## config.mk

```make
export PLATFORM = sky130hd
export DESIGN_NAME = hazard_unit_top
export DESIGN_NICKNAME = d
export VERILOG_FILES = /design/src/design/rv_isa_pkg.sv /design/src/design/hazard_pkg.sv /design/src/design/hazard_unit_top.sv /design/src/design/operand_use_decoder.sv /design/src/design/stage_hazard_check.sv /design/src/design/stall_sequencer.sv
export VERILOG_INCLUDE_DIRS = /design/src /design/src/design
export SDC_FILE = /design/constraint.sdc
export NUM_CORES = 1
export LEC_CHECK = 0
export BUFFER_PORTS_ARGS = -buffer_cell sky130_fd_sc_hd__buf_2
export CORE_UTILIZATION = 55
export CTS_BUF_LIST = sky130_fd_sc_hd__clkbuf_4
export DETAILED_ROUTE_END_ITERATION = 10
export PLACE_DENSITY_LB_ADDON = 0.1
export SYNTH_ARGS = -nofsm -noshare
export SYNTH_HDL_FRONTEND = slang
export SYNTH_SLANG_ARGS = --single-unit
```

## constraint.sdc

```tcl
create_clock -name clk -period 2.6 [get_ports clk]
set_clock_uncertainty 0.05 [all_clocks]
set_input_delay 0.65 -clock clk [delete_from_list [all_inputs] [get_ports clk]]
set_output_delay 0.65 -clock clk [all_outputs]
set_load 0.1 [all_outputs]
```

## src/design/hazard_defines.svh

```systemverilog
// Widths are fixed to RV32I; pipeline depth counts fetch and decode, which are not shadowed
`ifndef HAZARD_DEFINES_SVH
`define HAZARD_DEFINES_SVH

// Register index width, 32 integer registers
`define REG_IDX_W 5

// Major opcode field, instr[6:0]
`define OPCODE_W 7

// Stages in the classic pipeline
// Fetch, decode, execute, memory, writeback
`define PIPE_DEPTH 5

`endif

```

## src/design/rv_isa_pkg.sv

```systemverilog
// Only the RV32I base major opcodes are known; funct3/funct7 and system opcodes are not decoded
`include "hazard_defines.svh"

package rv_isa_pkg;

    // Base major opcodes, instr[6:0]
    typedef enum logic [`OPCODE_W-1:0] {
        // Register-register ALU
        op_op     = 7'b0110011,
        // Register-immediate ALU
        op_op_imm = 7'b0010011,
        op_load   = 7'b0000011,
        op_store  = 7'b0100011,
        op_branch = 7'b1100011,
        op_jalr   = 7'b1100111,
        op_jal    = 7'b1101111,
        op_lui    = 7'b0110111,
        op_auipc  = 7'b0010111
    } rv_opcode_e;

    // Which register fields an instruction really touches
    typedef struct packed {
        // rs1 is a true source
        logic reads_rs1;
        // rs2 is a true source
        logic reads_rs2;
        // rd is written at writeback
        logic writes_rd;
    } operand_use_t;

endpackage

```

## src/design/hazard_pkg.sv

```systemverilog
// Slot layout mirrors the decode fields only; no immediates or data travel with it
`include "hazard_defines.svh"

package hazard_pkg;

    import rv_isa_pkg::*;

    // One instruction as seen by the hazard logic
    // Used for the decode input and for the shadow slots
    typedef struct packed {
        logic                  valid;
        rv_opcode_e            opcode;
        logic [`REG_IDX_W-1:0] rs1;
        logic [`REG_IDX_W-1:0] rs2;
        // Cleared to zero in the shadow when the producer does not write rd
        logic [`REG_IDX_W-1:0] rd;
    } stage_slot_t;

    // Per-stage match result for each decode source
    typedef struct packed {
        logic hit_rs1;
        logic hit_rs2;
    } stage_hit_t;

    // Stage blamed for the current stall
    typedef enum logic [1:0] {
        src_none    = 2'd0,
        src_execute = 2'd1,
        src_memory  = 2'd2
    } stall_src_e;

endpackage

```

## src/design/hazard_unit_top.sv

```systemverilog
// Stall is combinational from decode_slot; the caller holds decode_slot steady while stall is high
`include "hazard_defines.svh"

module hazard_unit_top
    import rv_isa_pkg::*;
    import hazard_pkg::*;
(
    input  logic        clk,
    input  logic        reset,
    input  stage_slot_t decode_slot,
    output logic        stall,
    output stall_src_e  stall_src,
    output stage_slot_t retire_slot
);

    // Sources and destination really used by the decode opcode
    operand_use_t decode_use;

    // Stored destinations, zero for non-writers and bubbles
    logic [`REG_IDX_W-1:0] ex_rd;
    logic [`REG_IDX_W-1:0] mem_rd;

    stage_hit_t ex_hit;
    stage_hit_t mem_hit;

    operand_use_decoder u_decoder (
        .opcode (decode_slot.opcode),
        .op_use (decode_use)
    );

    // Producer one instruction ahead
    stage_hazard_check u_ex_check (
        .decode_slot (decode_slot),
        .op_use      (decode_use),
        .stage_rd    (ex_rd),
        .hit         (ex_hit)
    );

    // Producer two instructions ahead
    stage_hazard_check u_mem_check (
        .decode_slot (decode_slot),
        .op_use      (decode_use),
        .stage_rd    (mem_rd),
        .hit         (mem_hit)
    );

    stall_sequencer u_sequencer (
        .clk         (clk),
        .reset       (reset),
        .decode_slot (decode_slot),
        .decode_use  (decode_use),
        .ex_hit      (ex_hit),
        .mem_hit     (mem_hit),
        .ex_rd       (ex_rd),
        .mem_rd      (mem_rd),
        .stall       (stall),
        .stall_src   (stall_src),
        .retire_slot (retire_slot)
    );

endmodule

```

## src/design/operand_use_decoder.sv

```systemverilog
// Purely combinational; opcodes outside the RV32I base set read nothing and write nothing
module operand_use_decoder
    import rv_isa_pkg::*;
(
    input  rv_opcode_e   opcode,
    output operand_use_t op_use
);

    always_comb
    begin
        // Unknown opcode never takes part in a hazard
        op_use = '0;
        case (opcode)
            // R-type, both sources and a destination
            op_op:
            begin
                op_use = '{reads_rs1: 1'b1, reads_rs2: 1'b1, writes_rd: 1'b1};
            end
            // I-type ALU, loads and jalr use rs1 as base or operand
            op_op_imm, op_load, op_jalr:
            begin
                op_use = '{reads_rs1: 1'b1, reads_rs2: 1'b0, writes_rd: 1'b1};
            end
            // Store data comes from rs2, address base from rs1
            op_store:
            begin
                op_use = '{reads_rs1: 1'b1, reads_rs2: 1'b1, writes_rd: 1'b0};
            end
            // Compare of two registers, no result written
            op_branch:
            begin
                op_use = '{reads_rs1: 1'b1, reads_rs2: 1'b1, writes_rd: 1'b0};
            end
            // U-type and jal only produce a result
            op_jal, op_lui, op_auipc:
            begin
                op_use = '{reads_rs1: 1'b0, reads_rs2: 1'b0, writes_rd: 1'b1};
            end
            default:
            begin
                op_use = '0;
            end
        endcase
    end

endmodule

```

## src/design/stage_hazard_check.sv

```systemverilog
// Combinational compare against one stage; stage_rd must already be zero for non-writers
`include "hazard_defines.svh"

module stage_hazard_check
    import rv_isa_pkg::*;
    import hazard_pkg::*;
(
    input  stage_slot_t           decode_slot,
    input  operand_use_t          op_use,
    input  logic [`REG_IDX_W-1:0] stage_rd,
    output stage_hit_t            hit
);

    // x0 is hardwired, writing it never creates a dependency
    logic rd_live;

    // Raw index matches before qualification
    logic rs1_match;
    logic rs2_match;

    assign rd_live = (stage_rd != '0);

    assign rs1_match = (decode_slot.rs1 == stage_rd);
    assign rs2_match = (decode_slot.rs2 == stage_rd);

    // A field only counts when the opcode really reads it
    // Immediate bits sitting in rs2 for I-type must not match
    assign hit.hit_rs1 = decode_slot.valid
                       & op_use.reads_rs1
                       & rd_live
                       & rs1_match;

    assign hit.hit_rs2 = decode_slot.valid
                       & op_use.reads_rs2
                       & rd_live
                       & rs2_match;

endmodule

```

## src/design/stall_sequencer.sv

```systemverilog
// No forwarding or flush; decode must hold its slot while stall is high, reset is synchronous
`include "hazard_defines.svh"

module stall_sequencer
    import rv_isa_pkg::*;
    import hazard_pkg::*;
(
    input  logic                  clk,
    input  logic                  reset,
    input  stage_slot_t           decode_slot,
    input  operand_use_t          decode_use,
    input  stage_hit_t            ex_hit,
    input  stage_hit_t            mem_hit,
    output logic [`REG_IDX_W-1:0] ex_rd,
    output logic [`REG_IDX_W-1:0] mem_rd,
    output logic                  stall,
    output stall_src_e            stall_src,
    output stage_slot_t           retire_slot
);

    // Fetch and decode are not shadowed
    localparam int SHADOW_N = `PIPE_DEPTH - 2;
    localparam int EX_IDX = 0;
    localparam int MEM_IDX = 1;
    localparam int WB_IDX = SHADOW_N - 1;

    // Shadow slots, index 0 is execute, last is writeback
    stage_slot_t shadow [SHADOW_N];

    // Named views of the shadow
    stage_slot_t ex_slot;
    stage_slot_t mem_slot;
    stage_slot_t wb_slot;

    // Any source matching per stage
    logic ex_any;
    logic mem_any;

    // Decode moves into execute this edge
    logic issue;

    // Slot that execute takes on issue
    stage_slot_t issue_slot;

    assign ex_any  = ex_hit.hit_rs1 | ex_hit.hit_rs2;
    assign mem_any = mem_hit.hit_rs1 | mem_hit.hit_rs2;

    // Hits are already qualified by the decode valid bit
    assign stall = ex_any | mem_any;

    // Execute wins, its producer is the younger one and stalls longer
    always_comb
    begin
        if (ex_any)
        begin
            stall_src = src_execute;
        end
        else if (mem_any)
        begin
            stall_src = src_memory;
        end
        else
        begin
            stall_src = src_none;
        end
    end

    assign issue = decode_slot.valid & ~stall;

    // Non-writers carry rd zero so later checks ignore them
    always_comb
    begin
        issue_slot = decode_slot;
        if (!decode_use.writes_rd)
        begin
            issue_slot.rd = '0;
        end
    end

    // Older slots advance every cycle, a stall only bubbles execute
    always_ff @(posedge clk)
    begin
        if (reset)
        begin
            for (int i = 0; i < SHADOW_N; i++)
            begin
                shadow[i] <= '0;
            end
        end
        else
        begin
            for (int i = SHADOW_N - 1; i > 0; i--)
            begin
                shadow[i] <= shadow[i-1];
            end
            // Bubble is all zero, valid low and rd zero
            shadow[EX_IDX] <= issue ? issue_slot : stage_slot_t'('0);
        end
    end

    assign ex_slot  = shadow[EX_IDX];
    assign mem_slot = shadow[MEM_IDX];
    assign wb_slot  = shadow[WB_IDX];

    assign ex_rd       = ex_slot.rd;
    assign mem_rd      = mem_slot.rd;
    // A producer in writeback no longer blocks decode
    assign retire_slot = wb_slot;

endmodule

```

# Word-level counts from Yosys, hierarchy flattened
# Memory sizes are Yosys's and may differ from the RTL's.
# Index checks and enable logic that the tools add are counted.
# totals
n_memories	1
wordCells	48
reg_bits	0
ramBits	69
# mem_list
name	depth	word_bits	rd	rd_ports_with_merged_regs	wr	line	text
u_sequencer.shadow	3	23	3	0	3	stall_sequencer.sv:28	stage_slot_t shadow [SHADOW_N];
# classes
mux	11
n_reduce_logical	5
n_eq_ne	13
bitwise	18
# op_table
operator	count
23-bit two-way mux	4
7-bit by 6-bit equality test with 1-bit output, second input constant	3
7-bit equality test, second input constant	3
5-bit equality test	4
7-bit by 5-bit equality test with 1-bit output, second input constant	2
3-bit case mux with 4 select lines	1
1-bit bitwise AND	11
5-bit nonzero test	2
7-bit by 2-bit equality test with 1-bit output, second input constant	1
1-bit OR	6
3-bit OR reduction	2
5-bit two-way mux	1
2-bit two-way mux	2
1-bit two-way mux	3
2-bit OR reduction	1
1-bit inverter	1

# Depth between registers and ports, before layout
# logic_depth
ltp_word	12
mapped_depth	6
ltp_nobuf	5

# By module
# From an unflattened synthesis, not the netlist that was laid out.
# hier_totals
cells_unflattened	214
area_unflattened_um2	2357.3
# by_module_without_submodules
mod	instances	seq_area_each_um2	cells_per_inst	area_per_inst_um2
stall_sequencer	1	1381.3	168	2000.7
stage_hazard_check	2	0.0	18	133.9
operand_use_decoder	1	0.0	10	88.8

# Worst setup path before layout
# Ideal clock, no wire load.
# synth_timing
kind	input -> output
startpoint	input port decode_slot[18] (netlist bit)
endpoint	output port stall_src[1]
t_arrival_ps	2853
path_slack_ps	-953
n_path_buf	0
stages	4
cell_sequence	nand4b_1 -> a2111oi_2 -> nand4_1 -> a21oi_1
# synth_between
elab_chain_cells	9
elab_cells_between_ends	27
classes_between	eq/ne: 9; mux: 3; bitwise: 12; reduce/logical: 3
# synth_rtl
item	line	text
start: declaration	hazard_unit_top.sv:10	input stage_slot_t decode_slot,
7-bit equality test (tied with other cells)	operand_use_decoder.sv:13	case (opcode)
3-bit OR reduction / 2-bit OR reduction (equally long branches)	--	
3-bit case mux with 4 select lines (*)	operand_use_decoder.sv:13	
1-bit bitwise AND (on tied branches)	stage_hazard_check.sv:29, stage_hazard_check.sv:34	
1-bit bitwise AND (on tied branches)	stage_hazard_check.sv:30, stage_hazard_check.sv:35	
1-bit bitwise AND (on tied branches)	stage_hazard_check.sv:31, stage_hazard_check.sv:36	
1-bit OR	stall_sequencer.sv:46	assign mem_any = mem_hit.hit_rs1 | mem_hit.hit_rs2;
2-bit two-way mux	stall_sequencer.sv:58	else if (mem_any)
2-bit two-way mux (*)	stall_sequencer.sv:54	if (ex_any)
end: declaration	hazard_unit_top.sv:12	output stall_src_e stall_src,
# Mark *: on every way between the ends. The rest lies on a longest branch, timed or not.

# Worst setup path after layout
# layout_timing
startpoint	input port decode_slot[18] (netlist bit)
endpoint	output port stall
# layout_between
elab_chain_cells	8
elab_cells_between_ends	26
classes_between	eq/ne: 9; mux: 1; bitwise: 13; reduce/logical: 3
# layout_rtl
item	line	text
7-bit equality test (tied with other cells)	operand_use_decoder.sv:13	
3-bit OR reduction / 2-bit OR reduction (equally long branches)	--	
3-bit case mux with 4 select lines (*)	operand_use_decoder.sv:13	
1-bit bitwise AND (on tied branches)	stage_hazard_check.sv:29, stage_hazard_check.sv:34	
1-bit bitwise AND (on tied branches)	stage_hazard_check.sv:30, stage_hazard_check.sv:35	
1-bit bitwise AND (on tied branches)	stage_hazard_check.sv:31, stage_hazard_check.sv:36	
1-bit OR (on tied branches)	stall_sequencer.sv:45, stall_sequencer.sv:46	
1-bit OR (*)	stall_sequencer.sv:49	assign stall = ex_any | mem_any;
end: declaration	hazard_unit_top.sv:11	output logic stall,
# Marks and branches as above.

==> insert_results.sql <==
INSERT INTO impl_metrics (metric_group, metric, value, unit) VALUES
('timing', 'grt_setup_unrepaired', 'true', ''),
('placed_design', 'postPlaceCellArea', '2750', 'um^2'),
('run_status', 'failed_checks', 'negative setup slack', ''),
('worst_setup_path', 'crit_path_max_fanout', '6', ''),
('synthesis', 'synthDominantAreaCellType', 'dfxtp_1', ''),
('worst_setup_path', 'worst-setup-path-type', 'input port to output pin', ''),
('timing', 'finalWorstSetupSlack', '-42.9', 'ps'),
('synthesis', 'mean_instance_size_in_the_synthesized_netlist', '10.4', 'um^2'),
('synthesis', 'yosys.area_share.adder', '0', ''),
('clocking', 'cts-htree-levels', '3', ''),
('worst_setup_path', 'worstSetupStartpointType', 'input port', ''),
('synthesis', 'synthMuxAreaShare', '0', ''),
('power', 'total_leakage_power', '1.36', 'nW'),
('routing', 'route.final.wire_length', '4.07', 'mm'),
('synthesis', 'xor_xnor_cell_area_share_of_the_yosys_netlist', '0.0747', ''),
('routing', 'route.vias.total', '1669', ''),
('routing', 'route.antenna.remaining_nets', '0', ''),
('routing', 'drt_iter0_drc', '97', ''),
('synthesis', 'synth_compound_area_frac', '0.0277', ''),
('cells_and_area', 'layout_top_registers', 'u_sequencer.shadow x69', ''),
('timing', 'fin_worst_hold_slack', '394', 'ps'),
('synthesis', 'dominantRegCellSynth', 'dfxtp_1', ''),
('synthesis', 'ys_warn_count', '0', ''),
('floorplan', 'io-pin-count', '51', ''),
('synthesis', 'synth-edff-count', '0', ''),
('power', 'p_per_area', '644', 'nW/um^2'),
('synthesis', 'yosys.area_share.simple', '0.271', ''),
('power', 'power.ir.vdd_worst', '0.000422', 'V'),
('worst_setup_path', 'cp_data_required_time', '1900', 'ps'),
('timing', 'finalSetupViolCount', '3', ''),
('timing', 'timing_max_transition_violations_final', '0', ''),
('placed_design', 'place_ws', '-179', 'ps'),
('power', 'post-layout-total-power', '1.90', 'mW'),
('floorplan', 'initial_util', '0.578', ''),
('grt', 'remaining_global_route_overflow', '0', ''),
('grt', 'grt_first_pass_wirelength', '6.87', 'mm'),
('clocking', 'cts_sinks', '69', ''),
('clocking', 'clock_tree.buffer_depth', '2', ''),
('synthesis', 'synth_top_family_by_area', 'simple AND/OR/NAND/NOR gates', ''),
('grt', 'grt_pass1_vias', '1494', ''),
('floorplan', 'fp.coreArea', '4060', 'um^2'),
('placed_design', 'port_buffers', '50', ''),
('worst_setup_path', 'worst-endpoint-arrival', '1940', 'ps'),
('synthesis', 'netlist_top_cells_count', 'dfxtp_1, nor2b_1, nor3_1, nand2_1, xor2_1', ''),
('grt', 'grt_use_total', '0.213', ''),
('run_status', 'status', 'finished, violations left', ''),
('timing', 'timing.final.crit_period', '2640', 'ps'),
('timing', 'fmax', '378', 'MHz'),
('synthesis', 'synthDistinctLibCells', '28', ''),
('placed_design', 'dp_hpwl', '2.74', 'mm'),
('grt', 'initial_antenna_violation_count', '0', ''),
('synthesis', 'yosys.area.top_type_share', '0.589', ''),
('synthesis', 'syn_area', '2350', 'um^2'),
('synthesis', 'yosys_register_bits', '69', ''),
('floorplan', 'chipHeight', '67.3', 'um'),
('routing', 'wl_per_cell', '11.7', 'um'),
('synthesis', 'synth_most_common_cell', 'dfxtp_1', ''),
('cells_and_area', 'registers.top_by_ff_count', 'u_sequencer.shadow', ''),
('synthesis', 'postSynthNetCount', '250', ''),
('routing', 'drt_drc_violations_left', '0', ''),
('worst_setup_path', 'worstSetupEndpointType', 'output pin', ''),
('cells_and_area', 'largest_register_ff_count', '69', ''),
('cells_and_area', 'insertedDiodeCount', '0', ''),
('cells_and_area', 'layout-drive-gt1-share', '0.303', ''),
('grt', 'grt_start_max_net_pins', '47', ''),
('clocking', 'cts.root.buffer_cell', 'clkbuf_4', ''),
('clocking', 'cts.clk_slew.worst_paths', '100', 'ps'),
('clocking', 'clock_latency', '400', 'ps'),
('routing', 'vias_per_cell', '4.81', ''),
('cells_and_area', 'area_delta_synth_final', '25.5', '%'),
('floorplan', 'die_width', '67.3', 'um');
[metal layers]
metal	track usage	part of all wire	vias to the layer above	routed length [um]
met5	0	0	-	0
met4	0.138	0.025	0	101
met3	0.0541	0.046	8	188
met2	0.318	0.45	50	1840
met1	0.273	0.48	744	1940
li1	-	-	867	-
[critical path, stage by stage]
cell and delay [ps]:
buf_6 90, nand4b_1 250, a2111oi_4 270, nand4_1 210, buf_4 210, nand3_2 80, buf_12 180
[stage by stage]
stage	util	instances	TNS (ps)
after floorplan	-	225	-274
after global placement	0.678	326	-207
after detailed placement	0.678	326	-452
after CTS	0.724	346	0
after global routing	0.726	347	-361
final	0.726	347	-92.4
[kinds of logic after synthesis]
kind of cell	count (synthesis)
AOI/OAI and AO/OA	8
xor gates and xnor gates	20
buffers and inverters	14
DFF	69
and+or+nand+nor	114
[power breakdown]
part,leakage [nW],switching [mW],internal [mW]
combinational,0.724,0.0953,0.0555
clock,0.0735,0.372,0.288
sequential,0.561,0.00477,1.08
total,1.36,0.472,1.42
[what timing repair did]
item | 4_1_cts | 5_1_grt
gates resized for setup | 3 | 0
hold buffers | 0 | 0
endpoints found under the setup margin | 3 | 3
pin swaps | 4 | 0
setup buffers | 4 | 1
[final timing paths]
check                                               start                        end  slack, ps  cells after the start
worst max-delay path                      decode_slot[18]                      stall        -40                      7
worst max register to register  u_sequencer.shadow[0][25]  u_sequencer.shadow[0][16]        640                      9
worst min-delay path            u_sequencer.shadow[0][11]  u_sequencer.shadow[0][34]        390                      1
worst min register to register  u_sequencer.shadow[0][11]  u_sequencer.shadow[0][34]        390                      1
[cell usage in the layout, fill, tap and decap left out, drive strengths merged]
master / count
nor3: 26
clkbuf: 9
and2: 1
o21ai: 1
bufinv: 1
a21oi: 2
clkinv: 4
dfxtp: 69
nand4: 7
o21bai: 1
a32o: 1
nor2: 8
a21bo: 1
nor3b: 2
nand4b: 1
nand2: 18
and4: 2
inv: 3
xor2: 16
nand3: 1
o21a: 1
xnor2: 4
clkinvlp: 1
nor2b: 47
buf: 68
a2111oi: 1
nand3b: 1
[cell type report]
type                       instances  area [um^2]
fill                             294         1110
multi-input combinational        142          912
inverter                           2         7.51
clock inverter                     7         65.1
tap                               50         62.6
clock buffer                       9         67.6
sequential                        69         1380
timing repair buffer              68          449
(Power assumes the default switching activity.)
